**config.mk**
```make
export PLATFORM = sky130hd
export DESIGN_NAME = check_node_unit
export DESIGN_NICKNAME = d
export VERILOG_FILES = /design/src/source/cnu_pkg.sv /design/src/source/cnu_edge_if.sv /design/src/source/c2v_assign.sv /design/src/source/check_node_unit.sv /design/src/source/cnu_control.sv /design/src/source/level_counter.sv /design/src/source/min_pair_tree.sv /design/src/source/msg_capture.sv
export SDC_FILE = /design/constraint.sdc
export NUM_CORES = 1
export LEC_CHECK = 0
export ABC_CLOCK_PERIOD_IN_PS = 2800
export BUFFER_PORTS_ARGS = -buffer_cell sky130_fd_sc_hd__buf_2
export CAP_MARGIN = 20
export CELL_PAD_IN_SITES_DETAIL_PLACEMENT = 0
export CELL_PAD_IN_SITES_GLOBAL_PLACEMENT = 1
export CORE_ASPECT_RATIO = 1.4
export CORE_MARGIN = 5
export CORE_UTILIZATION = 49
export CTS_BUF_LIST = sky130_fd_sc_hd__clkbuf_4 sky130_fd_sc_hd__clkbuf_8
export CTS_CLUSTER_SIZE = 40
export DETAILED_ROUTE_END_ITERATION = 8
export GPL_TIMING_DRIVEN = 0
export PLACE_DENSITY = 0.92
export SYNTH_ARGS = -nofsm -noshare
export SYNTH_HDL_FRONTEND = slang
export SYNTH_HIERARCHICAL = 1
export SYNTH_SLANG_ARGS = --single-unit
export TNS_END_PERCENT = 50
```
**constraint.sdc**
```tcl
create_clock -name clk -period 2.8 [get_ports clk]
set_clock_uncertainty 0.05 [all_clocks]
set_input_delay 0.56 -clock clk [delete_from_list [all_inputs] [get_ports clk]]
set_output_delay 0.56 -clock clk [all_outputs]
set_load 0.1 [all_outputs]
```
**src/source/cnu_pkg.sv**
```systemverilog
package cnu_pkg;

	// Message format is sign bit over magnitude
	localparam int MSG_W = 6;
	localparam int MAG_W = MSG_W - 1;

	typedef logic [MAG_W-1:0] mag_t;

	localparam mag_t MAG_MAX = '1;  // Neutral value for padded leaves

	typedef enum logic [1:0] {
		ST_IDLE,
		ST_SEARCH,
		ST_EMIT
	} cnu_state_t;

	// Ceiling of log2, never below one level
	function automatic int tree_levels(input int degree);
		int levels;
		levels = 0;
		while ((1 << levels) < degree) begin
			levels++;
		end
		return (levels < 1) ? 1 : levels;
	endfunction

endpackage

```
**src/source/cnu_edge_if.sv**
```systemverilog
`timescale 1ns/1ps

interface cnu_edge_if
	import cnu_pkg::*;
#(
	parameter int DEGREE = 8
);

	mag_t [DEGREE-1:0] edge_mag;   // Captured magnitudes
	logic [DEGREE-1:0] ext_sign;   // Sign of all other edges
	mag_t min1;
	mag_t min2;

	modport capture (
		output edge_mag,
		output ext_sign
	);

	modport tree (
		input  edge_mag,
		output min1,
		output min2
	);

	modport emit (
		input edge_mag,
		input ext_sign,
		input min1,
		input min2
	);

endinterface

```
**src/source/c2v_assign.sv**
```systemverilog
`timescale 1ns/1ps

module c2v_assign
	import cnu_pkg::*;
#(
	parameter int DEGREE = 8
) (
	input  logic clk,
	input  logic reset,
	input  logic emit,
	cnu_edge_if.emit edges,
	output logic [DEGREE-1:0][MSG_W-1:0] c2v,
	output logic c2v_valid
);

	logic [DEGREE-1:0][MSG_W-1:0] c2v_next;

	// Edge holding min1 must not see its own value
	always_comb begin
		for (int i = 0; i < DEGREE; i++) begin
			if (edges.edge_mag[i] == edges.min1) begin
				c2v_next[i] = {edges.ext_sign[i], edges.min2};
			end else begin
				c2v_next[i] = {edges.ext_sign[i], edges.min1};
			end
		end
	end

	always_ff @(posedge clk) begin
		if (reset) begin
			c2v       <= '0;
			c2v_valid <= 1'b0;
		end else begin
			c2v_valid <= emit;
			if (emit) begin
				c2v <= c2v_next;  // Held until the next result
			end
		end
	end

endmodule

```
**src/source/check_node_unit.sv**
```systemverilog
`timescale 1ns/1ps

module check_node_unit
	import cnu_pkg::*;
#(
	parameter int DEGREE = 8,
	parameter int MSG_W  = cnu_pkg::MSG_W
) (
	input  logic clk,
	input  logic reset,
	input  logic start,
	input  logic [DEGREE-1:0][MSG_W-1:0] v2c,
	output logic [DEGREE-1:0][MSG_W-1:0] c2v,
	output logic c2v_valid,
	output logic busy
);

	localparam int LEVELS = tree_levels(DEGREE);

	logic load;
	logic search_en;
	logic emit;
	logic last_level;

	cnu_edge_if #(
		.DEGREE(DEGREE)
	) edge_bus ();

	cnu_control u_control (
		.clk        (clk),
		.reset      (reset),
		.start      (start),
		.last_level (last_level),
		.load       (load),
		.search_en  (search_en),
		.emit       (emit),
		.busy       (busy)
	);

	// Search length follows the tree depth
	level_counter #(
		.LEVELS(LEVELS)
	) u_level_counter (
		.clk        (clk),
		.reset      (reset),
		.search_en  (search_en),
		.last_level (last_level)
	);

	msg_capture #(
		.DEGREE(DEGREE)
	) u_msg_capture (
		.clk   (clk),
		.reset (reset),
		.load  (load),
		.v2c   (v2c),
		.edges (edge_bus.capture)
	);

	min_pair_tree #(
		.DEGREE(DEGREE)
	) u_min_pair_tree (
		.clk       (clk),
		.reset     (reset),
		.search_en (search_en),
		.edges     (edge_bus.tree)
	);

	c2v_assign #(
		.DEGREE(DEGREE)
	) u_c2v_assign (
		.clk       (clk),
		.reset     (reset),
		.emit      (emit),
		.edges     (edge_bus.emit),
		.c2v       (c2v),
		.c2v_valid (c2v_valid)
	);

endmodule

```
**src/source/cnu_control.sv**
```systemverilog
`timescale 1ns/1ps

module cnu_control
	import cnu_pkg::*;
(
	input  logic clk,
	input  logic reset,
	input  logic start,
	input  logic last_level,
	output logic load,
	output logic search_en,
	output logic emit,
	output logic busy
);

	cnu_state_t state;
	cnu_state_t state_next;

	always_ff @(posedge clk) begin
		if (reset) begin
			state <= ST_IDLE;
		end else begin
			state <= state_next;
		end
	end

	always_comb begin
		state_next = state;
		case (state)
			ST_IDLE: begin
				if (start) begin
					state_next = ST_SEARCH;
				end
			end
			ST_SEARCH: begin
				// Counter knows the tree depth
				if (last_level) begin
					state_next = ST_EMIT;
				end
			end
			ST_EMIT: begin
				state_next = ST_IDLE;  // Single output cycle
			end
			default: begin
				state_next = ST_IDLE;
			end
		endcase
	end

	// Start only counts when idle
	assign load      = (state == ST_IDLE) && start;
	assign search_en = (state == ST_SEARCH);
	assign emit      = (state == ST_EMIT);

	// Covers search and emit cycles
	assign busy = (state != ST_IDLE);

endmodule

```
**src/source/level_counter.sv**
```systemverilog
`timescale 1ns/1ps

module level_counter #(
	parameter int LEVELS = 3
) (
	input  logic clk,
	input  logic reset,
	input  logic search_en,
	output logic last_level
);

	localparam int CNT_W = (LEVELS > 1) ? $clog2(LEVELS) : 1;
	localparam logic [CNT_W-1:0] LAST = CNT_W'(LEVELS - 1);

	logic [CNT_W-1:0] count;

	// Zero in the first search cycle
	always_ff @(posedge clk) begin
		if (reset || !search_en) begin
			count <= '0;
		end else if (!last_level) begin
			count <= count + 1'b1;  // Holds on the last level
		end
	end

	assign last_level = search_en && (count == LAST);

endmodule

```
**src/source/min_pair_tree.sv**
```systemverilog
`timescale 1ns/1ps

module min_pair_tree
	import cnu_pkg::*;
#(
	parameter int DEGREE = 8
) (
	input  logic clk,
	input  logic reset,
	input  logic search_en,
	cnu_edge_if.tree edges
);

	localparam int LEVELS = tree_levels(DEGREE);
	localparam int LEAVES = 1 << LEVELS;
	localparam int HALF   = LEAVES / 2;

	typedef struct packed {
		mag_t lo;
		mag_t hi;
	} min_pair_t;

	localparam min_pair_t EMPTY_PAIR = '{lo: MAG_MAX, hi: MAG_MAX};

	min_pair_t leaf [LEAVES];
	min_pair_t node [1:LEVELS][HALF];  // Level 1 is nearest the leaves

	// Two smallest of four, both inputs already ordered
	function automatic min_pair_t merge(input min_pair_t a, input min_pair_t b);
		min_pair_t m;
		if (a.lo <= b.lo) begin
			m.lo = a.lo;
			m.hi = (a.hi <= b.lo) ? a.hi : b.lo;
		end else begin
			m.lo = b.lo;
			m.hi = (b.hi <= a.lo) ? b.hi : a.lo;
		end
		return m;
	endfunction

	// Each edge is a pair with an empty second slot
	for (genvar i = 0; i < LEAVES; i++) begin : g_leaf
		if (i < DEGREE) begin : g_edge
			assign leaf[i] = '{lo: edges.edge_mag[i], hi: MAG_MAX};
		end else begin : g_pad
			assign leaf[i] = EMPTY_PAIR;
		end
	end

	// All levels advance together, one level per clock
	always_ff @(posedge clk) begin
		if (reset) begin
			for (int l = 1; l <= LEVELS; l++) begin
				for (int n = 0; n < HALF; n++) begin
					node[l][n] <= EMPTY_PAIR;
				end
			end
		end else if (search_en) begin
			for (int n = 0; n < HALF; n++) begin
				node[1][n] <= merge(leaf[2*n], leaf[2*n+1]);
			end
			for (int l = 2; l <= LEVELS; l++) begin
				for (int n = 0; n < (LEAVES >> l); n++) begin
					node[l][n] <= merge(node[l-1][2*n], node[l-1][2*n+1]);
				end
			end
		end
	end

	// Root of the tree
	assign edges.min1 = node[LEVELS][0].lo;
	assign edges.min2 = node[LEVELS][0].hi;

endmodule

```
**src/source/msg_capture.sv**
```systemverilog
`timescale 1ns/1ps

module msg_capture
	import cnu_pkg::*;
#(
	parameter int DEGREE = 8
) (
	input  logic clk,
	input  logic reset,
	input  logic load,
	input  logic [DEGREE-1:0][MSG_W-1:0] v2c,
	cnu_edge_if.capture edges
);

	logic [DEGREE-1:0] sign_q;
	logic parity;

	// Sign and magnitude split on the way in
	always_ff @(posedge clk) begin
		if (reset) begin
			sign_q         <= '0;
			edges.edge_mag <= '0;
		end else if (load) begin
			for (int i = 0; i < DEGREE; i++) begin
				sign_q[i]         <= v2c[i][MSG_W-1];
				edges.edge_mag[i] <= v2c[i][MSG_W-2:0];
			end
		end
	end

	assign parity = ^sign_q;

	// Removing own sign from the parity leaves the others
	always_comb begin
		for (int i = 0; i < DEGREE; i++) begin
			edges.ext_sign[i] = sign_q[i] ^ parity;
		end
	end

endmodule
```
**Word level (Yosys, flattened, before mapping)**

Memory sizes are Yosys's and may differ from the RTL's.
Cells that the tools add are included.

- $add $sub $neg: 1
- Order comparisons: 21
- Equality and inequality tests: 13
- Mux-type cells: 58
- Bitwise gates (word level): 15
- Reduce and logical (&&, ||, !) cells: 8

Operator list:

| cell | count |
|---|---|
| $mux W10 | 28 |
| $mux W5 | 22 |
| $le A5 B5 Y1 | 13 |
| $eq A5 B5 Y1 | 8 |
| $le A5 B5 Y1 const A | 8 |
| $reduce_xor A8 Y1 | 1 |
| $xor A1 B1 Y1 | 8 |
| $or A1 B1 Y1 | 7 |
| $mux W1 | 5 |
| $eq A2 B2 Y1 const B | 2 |
| $mux W2 | 2 |
| $ne A2 B2 Y1 const B | 2 |
| $pmux W2 S2 | 1 |
| $add A2 B1 Y2 const B | 1 |
| $eq A2 B1 Y1 const B | 1 |
| $logic_and A1 B1 Y1 | 2 |
| $logic_not A2 Y1 | 1 |
| $reduce_and A2 Y1 | 1 |
| $reduce_bool A2 Y1 | 1 |
| $logic_not A1 Y1 | 1 |
| $logic_or A1 B1 Y1 | 1 |

- Register bits: 101
- Memory bits (writable): 120
- Input bits: 51
- Output and inout port bits: 50
- Memories kept: 1

Memory list:

| name | depth | width | rd ports | clocked after memory_dff | write ports | line | RTL |
|---|---|---|---|---|---|---|---|
| u_min_pair_tree.node | 3 | 40 | 3 | 0 | 3 | min_pair_tree.sv:26 | `min_pair_t node [1:LEVELS][HALF];` |

**Logic depth before layout (Yosys ltp)**

An unclocked memory read counts as a cell.

- Depth in word-level cells: 7
- Mapped depth: 8
- Gate-level depth less buffers: 7

**By module**

The synthesis kept the hierarchy.

By module, submodules not included:

| module | instances | cells each | area an instance (sq um) |
|---|---|---|---|
| min_pair_tree | 1 | 472 | 5062.4 |
| c2v_assign | 1 | 284 | 2655.0 |
| msg_capture | 1 | 179 | 2145.8 |
| cnu_control | 1 | 12 | 112.6 |
| level_counter | 1 | 11 | 101.3 |

**Worst setup path before layout**

No wires, ideal clock.

- Path kind: reg-to-reg
- Start: register u_control.state[1]
- End: register u_msg_capture.edges.edge_mag[10]
- Data arrival time: 1.860 ns
- Setup slack: 0.763 ns
- Cell stages (with the launch flop): 8
- Clock period less this slack: 2.037 ns
- Cell sequence: dfxtp_1 > or2_1 > nor2_2 > clkbuf_1 > buf_4 > buf_4 > mux2i_1 > nor2_1

- Word-level cells in the longest chain between the ends: 2

RTL lines:

| element | line | RTL |
|---|---|---|
| from (decl) | cnu_control.sv:16 | `cnu_state_t state;` |
| from (signal assigned) | cnu_control.sv:23 | `state <= state_next;` |
| $logic_not A2 Y1 | cnu_control.sv:51 | `assign load = (state == ST_IDLE) && start;` |
| $logic_and A1 B1 Y1 | cnu_control.sv:51 |  |
| via load | check_node_unit.sv:20 | `logic load;` |
| to (signal, indexed assignment) | msg_capture.sv:26 | `edges.edge_mag[i] <= v2c[i][MSG_W-2:0];` |
| to (decl) | cnu_edge_if.sv:15 | `output edge_mag,` |

The timed path passes the listed nets, and every way through them passes these cells.
A chain may end at the register's enable or synchronous reset.

==> impl_metrics.tcl <==
set metrics [dict create \
    peakVddDrop_v 0.0003870 \
    vias_per_cell 5.435 \
    die_w_um 131.2 \
    internal-power_w 0.004125 \
    yosysTopAreaCellShare_pct 20.86 \
    cts_setup_buffers 0 \
    setup_ws_ps 319.4 \
    final.period_utilization_pct 88.59 \
    clk_latency_ps 470 \
    clock-sinks 171 \
    rows 62 \
    drive_gt1_share_pct 20.28 \
    nNetsFinal 1194 \
    nFillCells 1809 \
    clkPwrFrac_pct 29.1 \
    p_leak_nw 5.192 \
    use_met2_pct 34.21 \
    crit_required_ps 2930 \
    status "completed" \
    grt_pass1_wl_um 38360 \
    power_frac_comb_pct 23.1 \
    synthesis.area_mm2 0.01008 \
    fin_setup_tns_ps 0 \
    rsz0062_at_grt "false" \
    ys_seq_elements 171 \
    seqPwrFrac_pct 47.8 \
    finalSetupViolCount 0 \
    clk_pin_slew_ps 100 \
    p_sw_share_pct 30.77 \
    antenna_found_initial 1 \
    cts_buffer_depth 2 \
    grt_pass1_vias 7380 \
    start_util_pct 49.39 \
    path_class "reg -> reg" \
    syn_area_per_cell_um2 10.52 \
    ios 101 \
    hold_viol_final 0 \
    drc 0 \
    antennaDiodeCount 0 \
    yosysTopAreaCell "edfxtp_1" \
    critPathCaptureType "register" \
    synth_edf_count 70 \
    die-area_mm2 0.02357 \
    powerDensity_mw_per_mm2 527.7 \
    synth.area.top_cells "edfxtp_1 (21%), dfxtp_1 (20%), mux2i_1 (15%)" \
    async_reset_ff_share_pct 0 \
    grt.met1_usage_pct 24.35 \
    ys_seq_area_share_pct 40.92 \
    startpoint_type "register" \
    p_switching_w 0.001834 \
    grt_max_degree 71 \
    met3_usage_pct 3.943 \
    gp_congestion 0.8566 \
    yosysWarnings 6 \
    root_buffer "clkbuf_8" \
    cp_data_arrival_time_ps 2610 \
    preCtsSetupSlack_ps 355.5 \
    design.core.area_mm2 0.02040 \
    slew_headroom_pct 38.76 \
    first_iter_violations 438 \
    h-tree-depth 4 \
    routedWlPerCell_um 17.66 \
    grt_usage_pct 19.94 \
    fmax_ghz 0.4031 \
    area_growth_pct 12.06 \
    overflow 0 \
    cts_tree "built" \
    synthCells 958 \
    path_max_fanout 10 \
    hold_buffers 0 \
    route.vias.total 7316 \
    routed_wl_um 23770 \
    dr.pass1.iters 5 \
    die_height_um 179.7 \
    cts_buffers 17 \
    final-max-slew-violation-count 0 \
    drv_cap 0 \
    tightest_slew_ps 918.6 \
    port_buffers 100 \
    top_usage_layer "met2" \
    cts_resized 0 \
    synth_flop_cell "dfxtp_1" \
    ys_types 55 \
    period_needed_ps 2481 \
    min_path_type "in -> reg" \
    syn_nets 1075 \
    ant_nets 0 \
    hpwl_um 17900 \
]
[kinds of logic (layout without fill, tap and decap cells)]
family,Yosys count,in the layout,synth area share (%)
compound gates,157,157,10.48
fa+ha+maj,66,66,8.195
flops,171,171,40.92
simple gates,226,226,10.85
buf+inv,125,257,6.519
mux,152,152,15.10
xor+xnor,61,61,7.934
[Yosys cell counts (2+ instances only)]
cell        n
xnor2_2     2
nand3_1    10
edfxtp_1   70
or2_1       2
and3_1      9
o22ai_1     2
a21o_1      3
buf_4      27
nor2_1    101
nand2b_1    5
nand3_2     5
nor3_2      5
dfxtp_1   101
inv_1      60
buf_2      15
xnor2_1    25
and2_4      4
o211ai_1   19
and2_1     12
xor2_2      2
xnor3_1     8
a21oi_1    58
a21boi_0    3
o21ai_2     2
a211oi_2    2
clkbuf_1   14
a22oi_1    14
nand4_1     7
a32oi_1    15
o32ai_1     3
xor2_1     16
mux2i_1   152
nor2b_1     9
ha_1       66
o31ai_1     2
o21ai_0    22
nand2_1    48
xor3_1      6
nor2_2      3
o21a_1      4
a21oi_2     3
buf_6       9
[final cells by class]
type / count / area [µm²] / area share, %
Buffer: 65 / 431.7 / 3.823
Sequential cell: 171 / 4124 / 36.52
Multi-Input combinational cell: 662 / 5299 / 46.93
Clock buffer: 17 / 234.0 / 2.072
Clock inverter: 15 / 157.7 / 1.396
Inverter: 60 / 225.2 / 1.994
Timing Repair Buffer: 100 / 500.5 / 4.432
Tap cell: 256 / 320.3 / 2.837
[placed cells by master, fill, tap and decap left out, types with 14 or more instances in the layout]
cell	count
xnor2_1	25
nand2_1	48
buf_2	115
o21ai_0	22
a32oi_1	15
dfxtp_1	101
o211ai_1	19
a21oi_1	58
clkbuf_1	14
mux2i_1	152
ha_1	66
buf_4	27
inv_1	60
xor2_1	16
edfxtp_1	70
a22oi_1	14
nor2_1	101
clkbuf_8	17
[power by group through the flow]
stage,registers [W],logic (W),clock network (W)
after global routing,0.00287,0.00152,0.00189
after detailed placement,0.00291,0.00137,0
final,0.00285,0.00138,0.00173
after global placement,0.00291,0.00134,0
after floorplan,0.00286,0.00113,0
after CTS,0.00285,0.00138,0.00178
[path summary, 6_finish.rpt]
kind                                                     to  depth (start not counted)  slack, ps                                  start
setup / recovery  u_min_pair_tree/node[0][69]$_SDFFCE_PN1P_                          5        320        u_control/state[0]$_SDFFE_PP0P_
hold / removal         u_msg_capture/sign_q[4]$_SDFFE_PP0P_                          3        260                                v2c[29]
setup reg to reg  u_min_pair_tree/node[0][69]$_SDFFCE_PN1P_                          5        320        u_control/state[0]$_SDFFE_PP0P_
hold reg to reg       u_level_counter/count[1]$_SDFFE_PP0N_                          2        430  u_level_counter/count[1]$_SDFFE_PP0N_
[sequential cells by signal, indices dropped and copies added, names as in the netlist]
signal	count
u_level_counter/count	2
u_msg_capture/edges.edge_mag	40
u_msg_capture/sign_q	8
u_control/state	2
u_c2v_assign/c2v_valid	1
u_c2v_assign/c2v	48
u_min_pair_tree/node	70
[worst max-delay path, stage by stage (launching register included)]
cell	delay (ps)
dfxtp_1	410
nor2b_1	350
nor2b_1	250
clkbuf_1	440
clkbuf_1	450
o211ai_1	220
[layer usage]
layer	up-vias	part of all wire, %
li1	3615	-
met1	3481	42
met2	174	50
met3	46	4.7
met4	0	2.7
met5	-	0
[per-stage QoR]
step | hold WS (ps) | total power (W) | util [%] | std cells | area [µm²]
after floorplan | 394.5 | 0.003988 | - | 958 | 10080
after global placement | 402.4 | 0.004248 | 53.42 | 1314 | 10900
after detailed placement | 402.8 | 0.004279 | 53.43 | 1314 | 10900
after CTS | 239.5 | 0.006007 | 55.35 | 1346 | 11290
after global routing | 262.8 | 0.006278 | 55.35 | 1346 | 11290
final | 263.9 | 0.005959 | 55.35 | 1346 | 11290
No activity file was read; power rests on OpenSTA's default activity.
